File: config.mk
export PLATFORM = sky130hd
export DESIGN_NAME = rw_gen_top
export DESIGN_NICKNAME = d
export VERILOG_FILES = /design/src/logic/rw_gen_pkg.sv /design/src/logic/packet_fifo.sv /design/src/logic/outstanding_counter.sv /design/src/logic/rw_kernel.sv /design/src/logic/rw_gen_control.sv /design/src/logic/rw_gen_top.sv
export SDC_FILE = /design/constraint.sdc
export NUM_CORES = 2
export LEC_CHECK = 0
export ABC_AREA = 0
export BUFFER_PORTS_ARGS = -buffer_cell sky130_fd_sc_hd__buf_2
export CAP_MARGIN = 20
export CORE_UTILIZATION = 50
export CTS_CLUSTER_SIZE = 16
export DETAILED_ROUTE_END_ITERATION = 10
export PLACE_DENSITY = 0.64
export SLEW_MARGIN = 10
export SYNTH_ARGS = -nofsm -noshare
export SYNTH_HDL_FRONTEND = slang
export SYNTH_SLANG_ARGS = --single-unit
File: constraint.sdc
create_clock -name ap_clk -period 8.72 [get_ports ap_clk]
set_input_delay 0 -clock ap_clk [delete_from_list [all_inputs] [get_ports ap_clk]]
set_output_delay 0 -clock ap_clk [all_outputs]
set_load 0.01 [all_outputs]
File: src/logic/rw_gen_pkg.sv
package rw_gen_pkg;

    // ----------------------------------------------------------------------
    // Widths
    // ----------------------------------------------------------------------
    localparam int ADDR_W  = 32;
    localparam int DATA_W  = 32;
    localparam int SEQ_W   = 8;
    localparam int COUNT_W = 16;

    // ----------------------------------------------------------------------
    // Enums
    // ----------------------------------------------------------------------
    // Gather reads, scatter writes
    typedef enum logic {
        MEM_READ  = 1'b0,
        MEM_WRITE = 1'b1
    } mem_op_e;

    typedef enum logic [2:0] {
        GEN_IDLE  = 3'd0,
        GEN_START = 3'd1,
        GEN_BUSY  = 3'd2,
        GEN_PAUSE = 3'd3,
        GEN_DRAIN = 3'd4,
        GEN_DONE  = 3'd5
    } gen_state_e;

    // ----------------------------------------------------------------------
    // Packed structs
    // ----------------------------------------------------------------------
    // One configuration beat, shift is log2 of the element size
    typedef struct packed {
        logic [ADDR_W-1:0]  base_addr;
        logic [1:0]         shift;
        mem_op_e            op;
        logic [COUNT_W-1:0] count;
    } gen_config_t;

    typedef struct packed {
        logic [DATA_W-1:0] data;
        logic [SEQ_W-1:0]  seq_id;
    } engine_beat_t;

    typedef struct packed {
        mem_op_e           op;
        logic [ADDR_W-1:0] addr;
        logic [DATA_W-1:0] data;
        logic [SEQ_W-1:0]  seq_id;
    } mem_req_t;

    // Response keeps the seq_id of its request
    typedef struct packed {
        logic [ADDR_W-1:0] addr;
        logic [DATA_W-1:0] data;
        logic [SEQ_W-1:0]  seq_id;
    } mem_resp_t;

endpackage : rw_gen_pkg

File: src/logic/packet_fifo.sv
`timescale 1ns/1ps

module packet_fifo #(
    parameter type entry_t     = logic,
    parameter int  FIFO_DEPTH  = 16,
    parameter int  PROG_THRESH = 8
) (
    input  logic   ap_clk,
    input  logic   areset_generator,
    input  entry_t din,
    input  logic   push,
    input  logic   pop,
    output entry_t dout,
    output logic   empty,
    output logic   full,
    output logic   prog_full
);

    localparam int PTR_W = (FIFO_DEPTH > 1) ? $clog2(FIFO_DEPTH) : 1;
    localparam int OCC_W = $clog2(FIFO_DEPTH + 1);

    entry_t             mem [FIFO_DEPTH];
    logic [PTR_W-1:0]   wr_ptr;
    logic [PTR_W-1:0]   rd_ptr;
    logic [OCC_W-1:0]   occupancy;

    // Wrap at the last slot, depth need not be a power of two
    function automatic logic [PTR_W-1:0] ptr_next(input logic [PTR_W-1:0] ptr);
        return (ptr == PTR_W'(FIFO_DEPTH - 1)) ? '0 : ptr + 1'b1;
    endfunction

    // ----------------------------------------------------------------------
    // Storage
    // ----------------------------------------------------------------------
    always_ff @(posedge ap_clk) begin
        if (push) begin
            mem[wr_ptr] <= din;
        end
    end

    // Head read straight from the array
    assign dout = mem[rd_ptr];

    // ----------------------------------------------------------------------
    // Pointers and occupancy
    // ----------------------------------------------------------------------
    always_ff @(posedge ap_clk) begin
        if (areset_generator) begin
            wr_ptr    <= '0;
            rd_ptr    <= '0;
            occupancy <= '0;
        end else begin
            if (push) begin
                wr_ptr <= ptr_next(wr_ptr);
            end
            if (pop) begin
                rd_ptr <= ptr_next(rd_ptr);
            end
            case ({push, pop})
                2'b10:   occupancy <= occupancy + 1'b1;
                2'b01:   occupancy <= occupancy - 1'b1;
                default: occupancy <= occupancy;
            endcase
        end
    end

    assign empty     = (occupancy == '0);
    assign full      = (occupancy == OCC_W'(FIFO_DEPTH));
    assign prog_full = (occupancy >= OCC_W'(PROG_THRESH));

    // Overflow and underflow would corrupt the pointers silently
    assert property (@(posedge ap_clk) disable iff (areset_generator)
        push |-> !full)
        else $error("packet_fifo: push while full");

    assert property (@(posedge ap_clk) disable iff (areset_generator)
        pop |-> !empty)
        else $error("packet_fifo: pop while empty");

endmodule : packet_fifo

File: src/logic/outstanding_counter.sv
`timescale 1ns/1ps

module outstanding_counter #(
    parameter int CNT_W = 8
) (
    input  logic ap_clk,
    input  logic areset_generator,
    input  logic incr,
    input  logic decr,
    output logic is_zero
);

    logic [CNT_W-1:0] count;

    // Simultaneous incr and decr leave the count alone
    always_ff @(posedge ap_clk) begin
        if (areset_generator) begin
            count <= '0;
        end else if (incr && !decr) begin
            count <= count + 1'b1;
        end else if (decr && !incr) begin
            count <= count - 1'b1;
        end
    end

    assign is_zero = (count == '0);

    // A response with no read in flight
    assert property (@(posedge ap_clk) disable iff (areset_generator)
        (decr && !incr) |-> !is_zero)
        else $error("outstanding_counter: decrement at zero");

    assert property (@(posedge ap_clk) disable iff (areset_generator)
        (incr && !decr) |-> (count != '1))
        else $error("outstanding_counter: increment at maximum");

endmodule : outstanding_counter

File: src/logic/rw_kernel.sv
`timescale 1ns/1ps

module rw_kernel
    import rw_gen_pkg::*;
(
    input  logic         ap_clk,
    input  logic         areset_generator,
    input  gen_config_t  cfg,
    input  engine_beat_t beat,
    input  logic         take,
    output mem_req_t     req,
    output logic         req_valid
);

    logic [ADDR_W-1:0] index;
    logic [ADDR_W-1:0] addr_int;
    logic [DATA_W-1:0] data_int;

    // ----------------------------------------------------------------------
    // Address and data
    // ----------------------------------------------------------------------
    always_comb begin
        if (cfg.op == MEM_READ) begin
            // Gather, beat data is the element index
            index    = ADDR_W'(beat.data);
            data_int = '0;
        end else begin
            // Scatter to the slot named by seq_id
            index    = ADDR_W'(beat.seq_id);
            data_int = beat.data;
        end
        addr_int = cfg.base_addr + (index << cfg.shift);
    end

    // ----------------------------------------------------------------------
    // Request register
    // ----------------------------------------------------------------------
    always_ff @(posedge ap_clk) begin
        if (areset_generator) begin
            req_valid <= 1'b0;
        end else begin
            req_valid <= take;
        end
    end

    always_ff @(posedge ap_clk) begin
        if (take) begin
            req.op     <= cfg.op;
            req.addr   <= addr_int;
            req.data   <= data_int;
            req.seq_id <= beat.seq_id;
        end
    end

endmodule : rw_kernel

File: src/logic/rw_gen_control.sv
`timescale 1ns/1ps

module rw_gen_control
    import rw_gen_pkg::*;
(
    input  logic               ap_clk,
    input  logic               areset_generator,
    input  logic               cfg_valid,
    input  logic [COUNT_W-1:0] cfg_count,
    output logic               cfg_ready,
    input  logic               in_empty,
    input  logic               req_prog_full,
    input  logic               req_empty,
    input  logic               reads_zero,
    output logic               take,
    output logic               done
);

    gen_state_e         state;
    gen_state_e         state_next;
    logic [COUNT_W-1:0] remaining;
    logic               beats_left;
    logic               drained;

    assign beats_left = (remaining != '0);

    // Input queue included so no stray beat is left behind
    assign drained = req_empty & in_empty & reads_zero;

    // ----------------------------------------------------------------------
    // State register
    // ----------------------------------------------------------------------
    always_ff @(posedge ap_clk) begin
        if (areset_generator) begin
            state <= GEN_IDLE;
        end else begin
            state <= state_next;
        end
    end

    always_comb begin
        state_next = state;
        case (state)
            GEN_IDLE: begin
                if (cfg_valid) begin
                    state_next = GEN_START;
                end
            end
            GEN_START: begin
                state_next = GEN_BUSY;
            end
            GEN_BUSY: begin
                if (!beats_left) begin
                    state_next = GEN_DRAIN;
                end else if (req_prog_full) begin
                    state_next = GEN_PAUSE;
                end
            end
            GEN_PAUSE: begin
                if (!req_prog_full) begin
                    state_next = GEN_BUSY;
                end
            end
            GEN_DRAIN: begin
                if (drained) begin
                    state_next = GEN_DONE;
                end
            end
            GEN_DONE: begin
                state_next = GEN_IDLE;
            end
            default: begin
                state_next = GEN_IDLE;
            end
        endcase
    end

    // ----------------------------------------------------------------------
    // Remaining beat counter
    // ----------------------------------------------------------------------
    always_ff @(posedge ap_clk) begin
        if (areset_generator) begin
            remaining <= '0;
        end else if (state == GEN_START) begin
            remaining <= cfg_count;
        end else if (take) begin
            remaining <= remaining - 1'b1;
        end
    end

    // Pop only with a beat waiting and room downstream
    assign take = (state == GEN_BUSY) & beats_left & ~in_empty & ~req_prog_full;

    assign cfg_ready = (state == GEN_IDLE);
    assign done      = (state == GEN_DONE);

    // No pop once the configured count has been taken
    assert property (@(posedge ap_clk) disable iff (areset_generator)
        take |-> (state == GEN_BUSY) && beats_left)
        else $error("rw_gen_control: take outside GEN_BUSY");

    // Nothing queued or in flight while done is high
    assert property (@(posedge ap_clk) disable iff (areset_generator)
        done |-> req_empty && reads_zero)
        else $error("rw_gen_control: done with requests or reads outstanding");

endmodule : rw_gen_control

File: src/logic/rw_gen_top.sv
`timescale 1ns/1ps

module rw_gen_top
    import rw_gen_pkg::*;
#(
    parameter int FIFO_DEPTH  = 16,
    parameter int PROG_THRESH = 8,
    parameter int CNT_W       = 8
) (
    input  logic         ap_clk,
    input  logic         areset_generator,
    input  gen_config_t  cfg,
    input  logic         cfg_valid,
    output logic         cfg_ready,
    input  engine_beat_t engine_in,
    input  logic         engine_in_valid,
    output logic         engine_in_ready,
    output mem_req_t     mem_req,
    output logic         mem_req_valid,
    input  logic         mem_req_ready,
    input  mem_resp_t    mem_resp,
    input  logic         mem_resp_valid,
    output logic         mem_resp_ready,
    output mem_resp_t    engine_out,
    output logic         engine_out_valid,
    input  logic         engine_out_ready,
    output logic         done
);

    gen_config_t  cfg_q;
    engine_beat_t in_head;
    logic         in_push;
    logic         in_empty;
    logic         in_full;
    logic         take;
    mem_req_t     kern_req;
    logic         kern_req_valid;
    logic         req_pop;
    logic         req_empty;
    logic         req_prog_full;
    logic         read_accept;
    logic         resp_accept;
    logic         cnt_zero;
    logic         reads_zero;
    mem_resp_t    resp_q;
    logic         resp_valid_q;

    // ----------------------------------------------------------------------
    // Configuration register
    // ----------------------------------------------------------------------
    always_ff @(posedge ap_clk) begin
        if (cfg_valid && cfg_ready) begin
            cfg_q <= cfg;
        end
    end

    // ----------------------------------------------------------------------
    // Beat path
    // ----------------------------------------------------------------------
    assign engine_in_ready = ~in_full;
    assign in_push         = engine_in_valid & ~in_full;

    packet_fifo #(
        .entry_t    (engine_beat_t),
        .FIFO_DEPTH (FIFO_DEPTH),
        .PROG_THRESH(PROG_THRESH)
    ) in_fifo_i (
        .ap_clk          (ap_clk),
        .areset_generator(areset_generator),
        .din             (engine_in),
        .push            (in_push),
        .pop             (take),
        .dout            (in_head),
        .empty           (in_empty),
        .full            (in_full),
        .prog_full       ()
    );

    rw_kernel rw_kernel_i (
        .ap_clk          (ap_clk),
        .areset_generator(areset_generator),
        .cfg             (cfg_q),
        .beat            (in_head),
        .take            (take),
        .req             (kern_req),
        .req_valid       (kern_req_valid)
    );

    assign mem_req_valid = ~req_empty;
    assign req_pop       = mem_req_ready & ~req_empty;

    packet_fifo #(
        .entry_t    (mem_req_t),
        .FIFO_DEPTH (FIFO_DEPTH),
        .PROG_THRESH(PROG_THRESH)
    ) req_fifo_i (
        .ap_clk          (ap_clk),
        .areset_generator(areset_generator),
        .din             (kern_req),
        .push            (kern_req_valid),
        .pop             (req_pop),
        .dout            (mem_req),
        .empty           (req_empty),
        .full            (),
        .prog_full       (req_prog_full)
    );

    // ----------------------------------------------------------------------
    // Reads in flight
    // ----------------------------------------------------------------------
    assign read_accept = req_pop & (mem_req.op == MEM_READ);
    assign resp_accept = mem_resp_valid & mem_resp_ready;

    outstanding_counter #(
        .CNT_W(CNT_W)
    ) outstanding_counter_i (
        .ap_clk          (ap_clk),
        .areset_generator(areset_generator),
        .incr            (read_accept),
        .decr            (resp_accept),
        .is_zero         (cnt_zero)
    );

    // Last response must also have left the output register
    assign reads_zero = cnt_zero & ~resp_valid_q;

    rw_gen_control rw_gen_control_i (
        .ap_clk          (ap_clk),
        .areset_generator(areset_generator),
        .cfg_valid       (cfg_valid),
        .cfg_count       (cfg_q.count),
        .cfg_ready       (cfg_ready),
        .in_empty        (in_empty),
        .req_prog_full   (req_prog_full),
        .req_empty       (req_empty),
        .reads_zero      (reads_zero),
        .take            (take),
        .done            (done)
    );

    // ----------------------------------------------------------------------
    // Response forwarding
    // ----------------------------------------------------------------------
    assign mem_resp_ready = ~resp_valid_q | engine_out_ready;

    always_ff @(posedge ap_clk) begin
        if (areset_generator) begin
            resp_valid_q <= 1'b0;
        end else if (resp_accept) begin
            resp_valid_q <= 1'b1;
        end else if (engine_out_ready) begin
            resp_valid_q <= 1'b0;
        end
    end

    always_ff @(posedge ap_clk) begin
        if (resp_accept) begin
            resp_q <= mem_resp;
        end
    end

    assign engine_out       = resp_q;
    assign engine_out_valid = resp_valid_q;

endmodule : rw_gen_top

# Word-level counts from Yosys, hierarchy flattened
# Memories as Yosys holds them, arrays and structs flattened. A register that Yosys moved wholly into a read port is not among the register bits.
# Cells that the tools add are included.
# word_totals
register_bits	251
mem_bits_rw	1808
inputBits	170
output_inout_bits	151
word_cells	116
mem_count	2
# mem_list
memory	depth	word_bits	rd	rd_clocked_by_memory_dff	write_ports	line_no	text
req_fifo_i.mem	16	73	1	1	1	packet_fifo.sv:22	entry_t mem [FIFO_DEPTH];
in_fifo_i.mem	16	40	1	1	1	packet_fifo.sv:22	
# op_classes
addsub	12
n_lt_le_gt_ge	1
n_eq_ne	18
n_shift	1
mux	27
bitwise_logic	17
n_reduce_logical	16
# op_table
op	n
32-bit adder	1
16-bit two-way mux	2
32-bit two-way mux	1
4-bit two-way mux	8
32-bit by 2-bit left shift with 32-bit output	1
5-bit one-hot mux with 2 select lines	2
4-bit by 1-bit adder with 4-bit output (second input constant)	4
4-bit == test (second input constant)	4
8-bit two-way mux	2
16-bit nonzero test	1
16-bit by 1-bit subtractor with 16-bit output (second input constant)	1
3-bit two-way mux	5
3-bit one-hot mux with 5 select lines	1
5-bit by 1-bit adder with 5-bit output (second input constant)	2
1-bit bitwise AND	10
5-bit zero test	2
2-bit nonzero test	5
5-bit by 1-bit subtractor with 5-bit output (second input constant)	2
8-bit by 1-bit adder with 8-bit output (second input constant)	1
8-bit zero test	1
8-bit by 1-bit subtractor with 8-bit output (second input constant)	1
3-bit by 2-bit == test with 1-bit output (second input constant)	2
3-bit == test (second input constant)	2
1-bit two-way mux	6
other kinds (14)	25

# Depth between registers and ports, before layout
# depth
depth_word	8
mapped_depth	20
depth_no_buf	17

# Hierarchy
# A second synthesis with hierarchy kept.
# unflattened
hier_cells	3646
area_unflattened_um2	80659.9
# modules_own_cells
mod	n_inst	cells_per_inst	area_per_inst_um2	seq_area_each_um2
packet_fifo (req_fifo_i)	1	1726	44724.1	35414.0
packet_fifo (in_fifo_i)	1	1096	24881.4	19558.8
rw_kernel	1	461	5315.1	2212.1
rw_gen_top	1	135	3794.9	3713.6
rw_gen_control	1	153	1292.5	380.4
outstanding_counter	1	75	651.9	160.2

# Worst setup path after synthesis
# Ideal clock, no wire load.
# synth_path
path_kind	reg-to-reg
start	register rw_gen_control_i.state[0]
end	register cfg_q[0] (netlist bit) (enable)
setup_time_ns	0.604
arrival_ns	5.824
t_required_ns	8.116
slack_ns	2.292
stages_incl_launch_ff	3
path_buffers	1
synth_period_minus_slack_ns	6.428
path_cell_list	dfxtp_1 clkbuf_1 nor4b_1
# synth_via
elab_chain_cells	2
# synth_lines
item	line_no	text
start: declaration	rw_gen_control.sv:19	gen_state_e state;
start signal: assignment	rw_gen_control.sv:37	state <= state_next;
3-bit zero test	rw_gen_control.sv:94	assign cfg_ready = (state == GEN_IDLE);
1-bit logical AND	rw_gen_top.sv:52	if (cfg_valid && cfg_ready) begin
end signal: assignment	rw_gen_top.sv:53	cfg_q <= cfg;
end: declaration	rw_gen_top.sv:30	gen_config_t cfg_q;
# Every way passes these cells.
# A chain may end at the register's enable or synchronous reset.

==> impl_metrics.xml <==
<?xml version="1.0" encoding="UTF-8"?>
<metrics>
  <group name="run_status">
    <metric name="run_status" unit="">complete, no violations</metric>
  </group>
  <group name="power_and_ir_drop">
    <metric name="vdd_ir_drop_max" unit="mV">0.217</metric>
    <metric name="power.leakage" unit="nW">29.7</metric>
    <metric name="power_density" unit="nW/um2">228</metric>
  </group>
  <group name="timing">
    <metric name="timing.fmax" unit="MHz">156</metric>
    <metric name="fin_skew" unit="ps">40.0</metric>
    <metric name="max_slew_headroom" unit="%">26.1</metric>
    <metric name="final_critical_path_time_including_i_o_delays_and_setup" unit="ps">6420</metric>
    <metric name="hold_viol" unit="">0</metric>
    <metric name="rsz0062_at_grt" unit="">false</metric>
    <metric name="worst_pin_slew" unit="ps">1110</metric>
    <metric name="setup_tns_final" unit="ps">0</metric>
    <metric name="setup_viol_count_final" unit="">0</metric>
    <metric name="finalCritPeriodShare" unit="%">73.6</metric>
    <metric name="finalMaxSlewViolations" unit="">0</metric>
  </group>
  <group name="clock_tree">
    <metric name="cts-htree-levels" unit="">4</metric>
    <metric name="clk_latency" unit="ps">840</metric>
    <metric name="tritoncts.num_buffers" unit="">201</metric>
    <metric name="cts-resized-gates" unit="">0</metric>
    <metric name="cts.sinks" unit="">2067</metric>
    <metric name="total_setup_buffers_inserted_after_cts" unit="">0</metric>
    <metric name="deepest_clock_path_buffer_count" unit="">3</metric>
    <metric name="cts_tree" unit="">built</metric>
    <metric name="cts_hold_buf" unit="">296</metric>
    <metric name="clockRootBuffer" unit="">clkbuf_16</metric>
    <metric name="clkSlewWorstSetupHoldPaths" unit="ps">60</metric>
  </group>
  <group name="yosys">
    <metric name="synth_edf_count" unit="">2004</metric>
    <metric name="mappedNetlistNets" unit="">3750</metric>
    <metric name="yosysTopAreaCellShare" unit="%">75.7</metric>
    <metric name="synth-warning-count" unit="">0</metric>
    <metric name="syn-mean-instance-area" unit="um2">22.6</metric>
    <metric name="synth.ff_latch_count" unit="">2067</metric>
    <metric name="seq_area_frac_synth" unit="%">77.3</metric>
    <metric name="synthesized_netlist_cell_count" unit="">3518</metric>
    <metric name="synth.area.top_cells" unit="">edfxtp_1 (76%), mux4_2 (16%), dfxtp_1 (1.6%), ha_1 (0.91%), clkbuf_1 (0.50%)</metric>
    <metric name="post-synth-top-count-cell" unit="">edfxtp_1</metric>
    <metric name="synth_cell_type_count" unit="">61</metric>
    <metric name="postSynth.topFlopCell" unit="">edfxtp_1</metric>
    <metric name="syn_area" unit="um2">79500</metric>
    <metric name="yosysTopAreaCell" unit="">edfxtp_1</metric>
    <metric name="postSynth.asyncResetShare" unit="%">0</metric>
    <metric name="ys_top_cells_by_count" unit="">edfxtp_1 (2,004), mux4_2 (562), clkbuf_1 (106)</metric>
  </group>
  <group name="layout">
    <metric name="multi_input_comb_area" unit="um2">17400</metric>
    <metric name="area_growth" unit="%">17.3</metric>
    <metric name="design.final.nets" unit="">4471</metric>
    <metric name="ff_latch_area" unit="um2">61500</metric>
    <metric name="final_layout_size_suffix_gt1_share" unit="%">30.0</metric>
    <metric name="final_core_util" unit="%">59.4</metric>
    <metric name="fin_area" unit="um2">93200</metric>
    <metric name="fillCellCount" unit="">10900</metric>
  </group>
  <group name="place">
    <metric name="place_hpwl" unit="um">103000</metric>
    <metric name="gp_congestion" unit="">0.858</metric>
    <metric name="placed_standard_cell_area" unit="um2">83700</metric>
    <metric name="placement.io_buffers" unit="">320</metric>
  </group>
  <group name="floorplan">
    <metric name="placeableCoreArea" unit="um2">157000</metric>
    <metric name="die_span_y" unit="um">401</metric>
    <metric name="effective_utilization_at_floorplan" unit="%">50.7</metric>
    <metric name="chipWidth" unit="um">401</metric>
    <metric name="die_area" unit="um2">161000</metric>
    <metric name="row_count" unit="">145</metric>
    <metric name="floorplan.io_pins" unit="">321</metric>
  </group>
  <group name="worst_setup_path">
    <metric name="cp.buffers_inverters" unit="">2</metric>
    <metric name="arrival" unit="ps">6990</metric>
    <metric name="critical_path.slowest_cell" unit="">dfxtp_4</metric>
    <metric name="path_max_fanout" unit="">32</metric>
    <metric name="worst_path_largest_cell_delay" unit="ps">760</metric>
    <metric name="worst_setup_path_end_kind" unit="">flop</metric>
    <metric name="worstSetupPathType" unit="">reg2reg</metric>
    <metric name="critical-path-top-cell-by-count" unit="">o21ai_0</metric>
    <metric name="cell_breakdown_of_the_critical_path" unit="">buf_4, buf_4, mux4_2, mux4_2, nand3_1, o21ai_0, mux2_2, ha_1, a21oi_1, o21ai_0, a2111oi_0, o21bai_1, a21oi_1, a31oi_1, a21boi_0, o21ai_0, xor2_1</metric>
    <metric name="critPathTopFamily" unit="">compound AO/OA/AOI/OAI gates</metric>
    <metric name="required" unit="ps">9290</metric>
    <metric name="worst_setup_path_start_kind" unit="">flop</metric>
  </group>
  <group name="detailed_routing">
    <metric name="route.detailed.wl_per_inst" unit="um">29.5</metric>
    <metric name="dr_total_vias" unit="">38500</metric>
    <metric name="postRouteWirelength" unit="um">191000</metric>
    <metric name="viasPerCell" unit="">5.94</metric>
    <metric name="antenna_violating_nets_post_route" unit="">0</metric>
    <metric name="post-route-drc-count" unit="">0</metric>
    <metric name="detailedRoute.firstPassIterationCount" unit="">6</metric>
    <metric name="dr.first_iter.drc_count" unit="">4272</metric>
  </group>
  <group name="global_route">
    <metric name="grt_start_max_net_pins" unit="">115</metric>
    <metric name="grt.total_usage" unit="%">23.9</metric>
    <metric name="grt_antenna_before_repair" unit="">20</metric>
    <metric name="grt_pass1_vias" unit="">39400</metric>
    <metric name="grt-ovfl-total" unit="">0</metric>
    <metric name="grt_first_pass_wirelength" unit="um">276000</metric>
  </group>
  <group name="flow_run">
    <metric name="max_cap_violations" unit="">0</metric>
  </group>
  <group name="worst_hold_path">
    <metric name="min_path_type" unit="">in2reg</metric>
  </group>
</metrics>
cell usage in the layout, fill, tap and decap left out, drive strengths merged, types with 6 or more instances in the layout:
master / instances
a211oi: 20
a21o: 21
a21oi: 78
a311oi: 6
a31oi: 7
and2: 49
and3: 7
buf: 389
bufinv: 16
clkbuf: 257
clkinv: 88
clkinvlp: 9
dfxtp: 63
diode: 6
dlygate4sd3: 296
edfxtp: 2004
ha: 58
inv: 42
mux2: 17
mux2i: 26
mux4: 562
nand2: 78
nand2b: 6
nand3: 23
nor2: 102
nor2b: 8
nor3: 18
nor4: 7
o21ai: 40
o21bai: 6
or3: 12
xnor2: 33
xor2: 26
worst paths after layout:
path                           startpoint                      end  slack (ps)  depth (start not counted)
hold reg to reg   req_fifo_i.occupancy[4]  req_fifo_i.occupancy[4]         480                          2
setup / recovery                     flop      rw_kernel_i.req[70]        2300                         17
hold / removal               engine_in[4]      in_fifo_i.mem[3][4]          90                          2
setup reg to reg                     flop      rw_kernel_i.req[70]        2300                         17
power breakdown:
| part | leakage, nW | internal [mW] | switching (mW) |
|---|---|---|---|
| logic | 7.85 | 0.680 | 0.801 |
| clock network | 3.20 | 4.88 | 3.68 |
| registers | 18.6 | 11.1 | 0.152 |
cell families (layout without fill, tap and decap cells):
| family | Yosys count | in the layout | synth area share (%) |
|---|---|---|---|
| buffers and inverters | 201 | 1097 | 0.989 |
| muxes | 605 | 605 | 16.5 |
| adders and majority gates | 62 | 62 | 1.01 |
| and+or+nand+nor | 326 | 326 | 2.01 |
| xor gates and xnor gates | 59 | 59 | 0.650 |
| other | 0 | 6 | 0 |
| DFF | 2067 | 2067 | 77.3 |
| AOI/OAI and AO/OA | 198 | 198 | 1.55 |
sequential cells by signal, indices dropped and copies added, names as in the netlist, named ones only:
| register | flops |
|---|---|
| req_fifo_i.wr_ptr | 4 |
| engine_out_valid | 1 |
| cfg_q | 51 |
| rw_gen_control_i.state | 3 |
| engine_out | 72 |
| req_fifo_i.occupancy | 5 |
| rw_kernel_i.req | 73 |
| req_fifo_i.mem | 1168 |
| in_fifo_i.wr_ptr | 4 |
| in_fifo_i.rd_ptr | 4 |
| rw_gen_control_i.remaining | 16 |
| in_fifo_i.mem | 640 |
| req_fifo_i.rd_ptr | 4 |
| in_fifo_i.occupancy | 5 |
| outstanding_counter_i.count | 8 |
| rw_kernel_i.req_valid | 1 |
stage by stage:
step / std cells / total power, mW / worst slack [ps] / hold slack (ps)
after floorplan: 3518 / 12.3 / 2290 / 98.9
after global placement: 5798 / 12.8 / 2420 / 176
after detailed placement: 5798 / 12.8 / 2320 / 178
after CTS: 6472 / 21.4 / 2280 / 13.5
after global routing: 6474 / 21.9 / 1630 / 75.8
final: 6478 / 21.3 / 2300 / 92.1
area by class of cell:
cell class	count	share of cell area (%)
Sequential cell	2067	65.9
Inverter	34	0.137
Timing Repair Buffer	685	5.48
Multi-Input combinational cell	1250	18.7
Clock inverter	121	1.20
Tap cell	2058	2.76
Antenna cell	6	0.0161
Clock buffer	257	5.81
worst register-to-register path: stages, from the launching register on:
cell       delay, ps
dfxtp_4          760
buf_4            620
buf_4            600
mux4_2           590
mux4_2           530
nand3_1          120
o21ai_0          130
mux2_2           320
ha_1             370
a21oi_1          320
o21ai_0          190
a2111oi_0        500
o21bai_1         140
a21oi_1          200
a31oi_1          140
a21boi_0         310
o21ai_0          150
xor2_1           170
routing by layer:
layer | GRT usage, % | routed length [um]
met5 | 0 | 134
met4 | 6.66 | 4500
met3 | 4.34 | 12500
met2 | 39.5 | 95900
met1 | 32.9 | 78000
(Power assumes the default switching activity.)
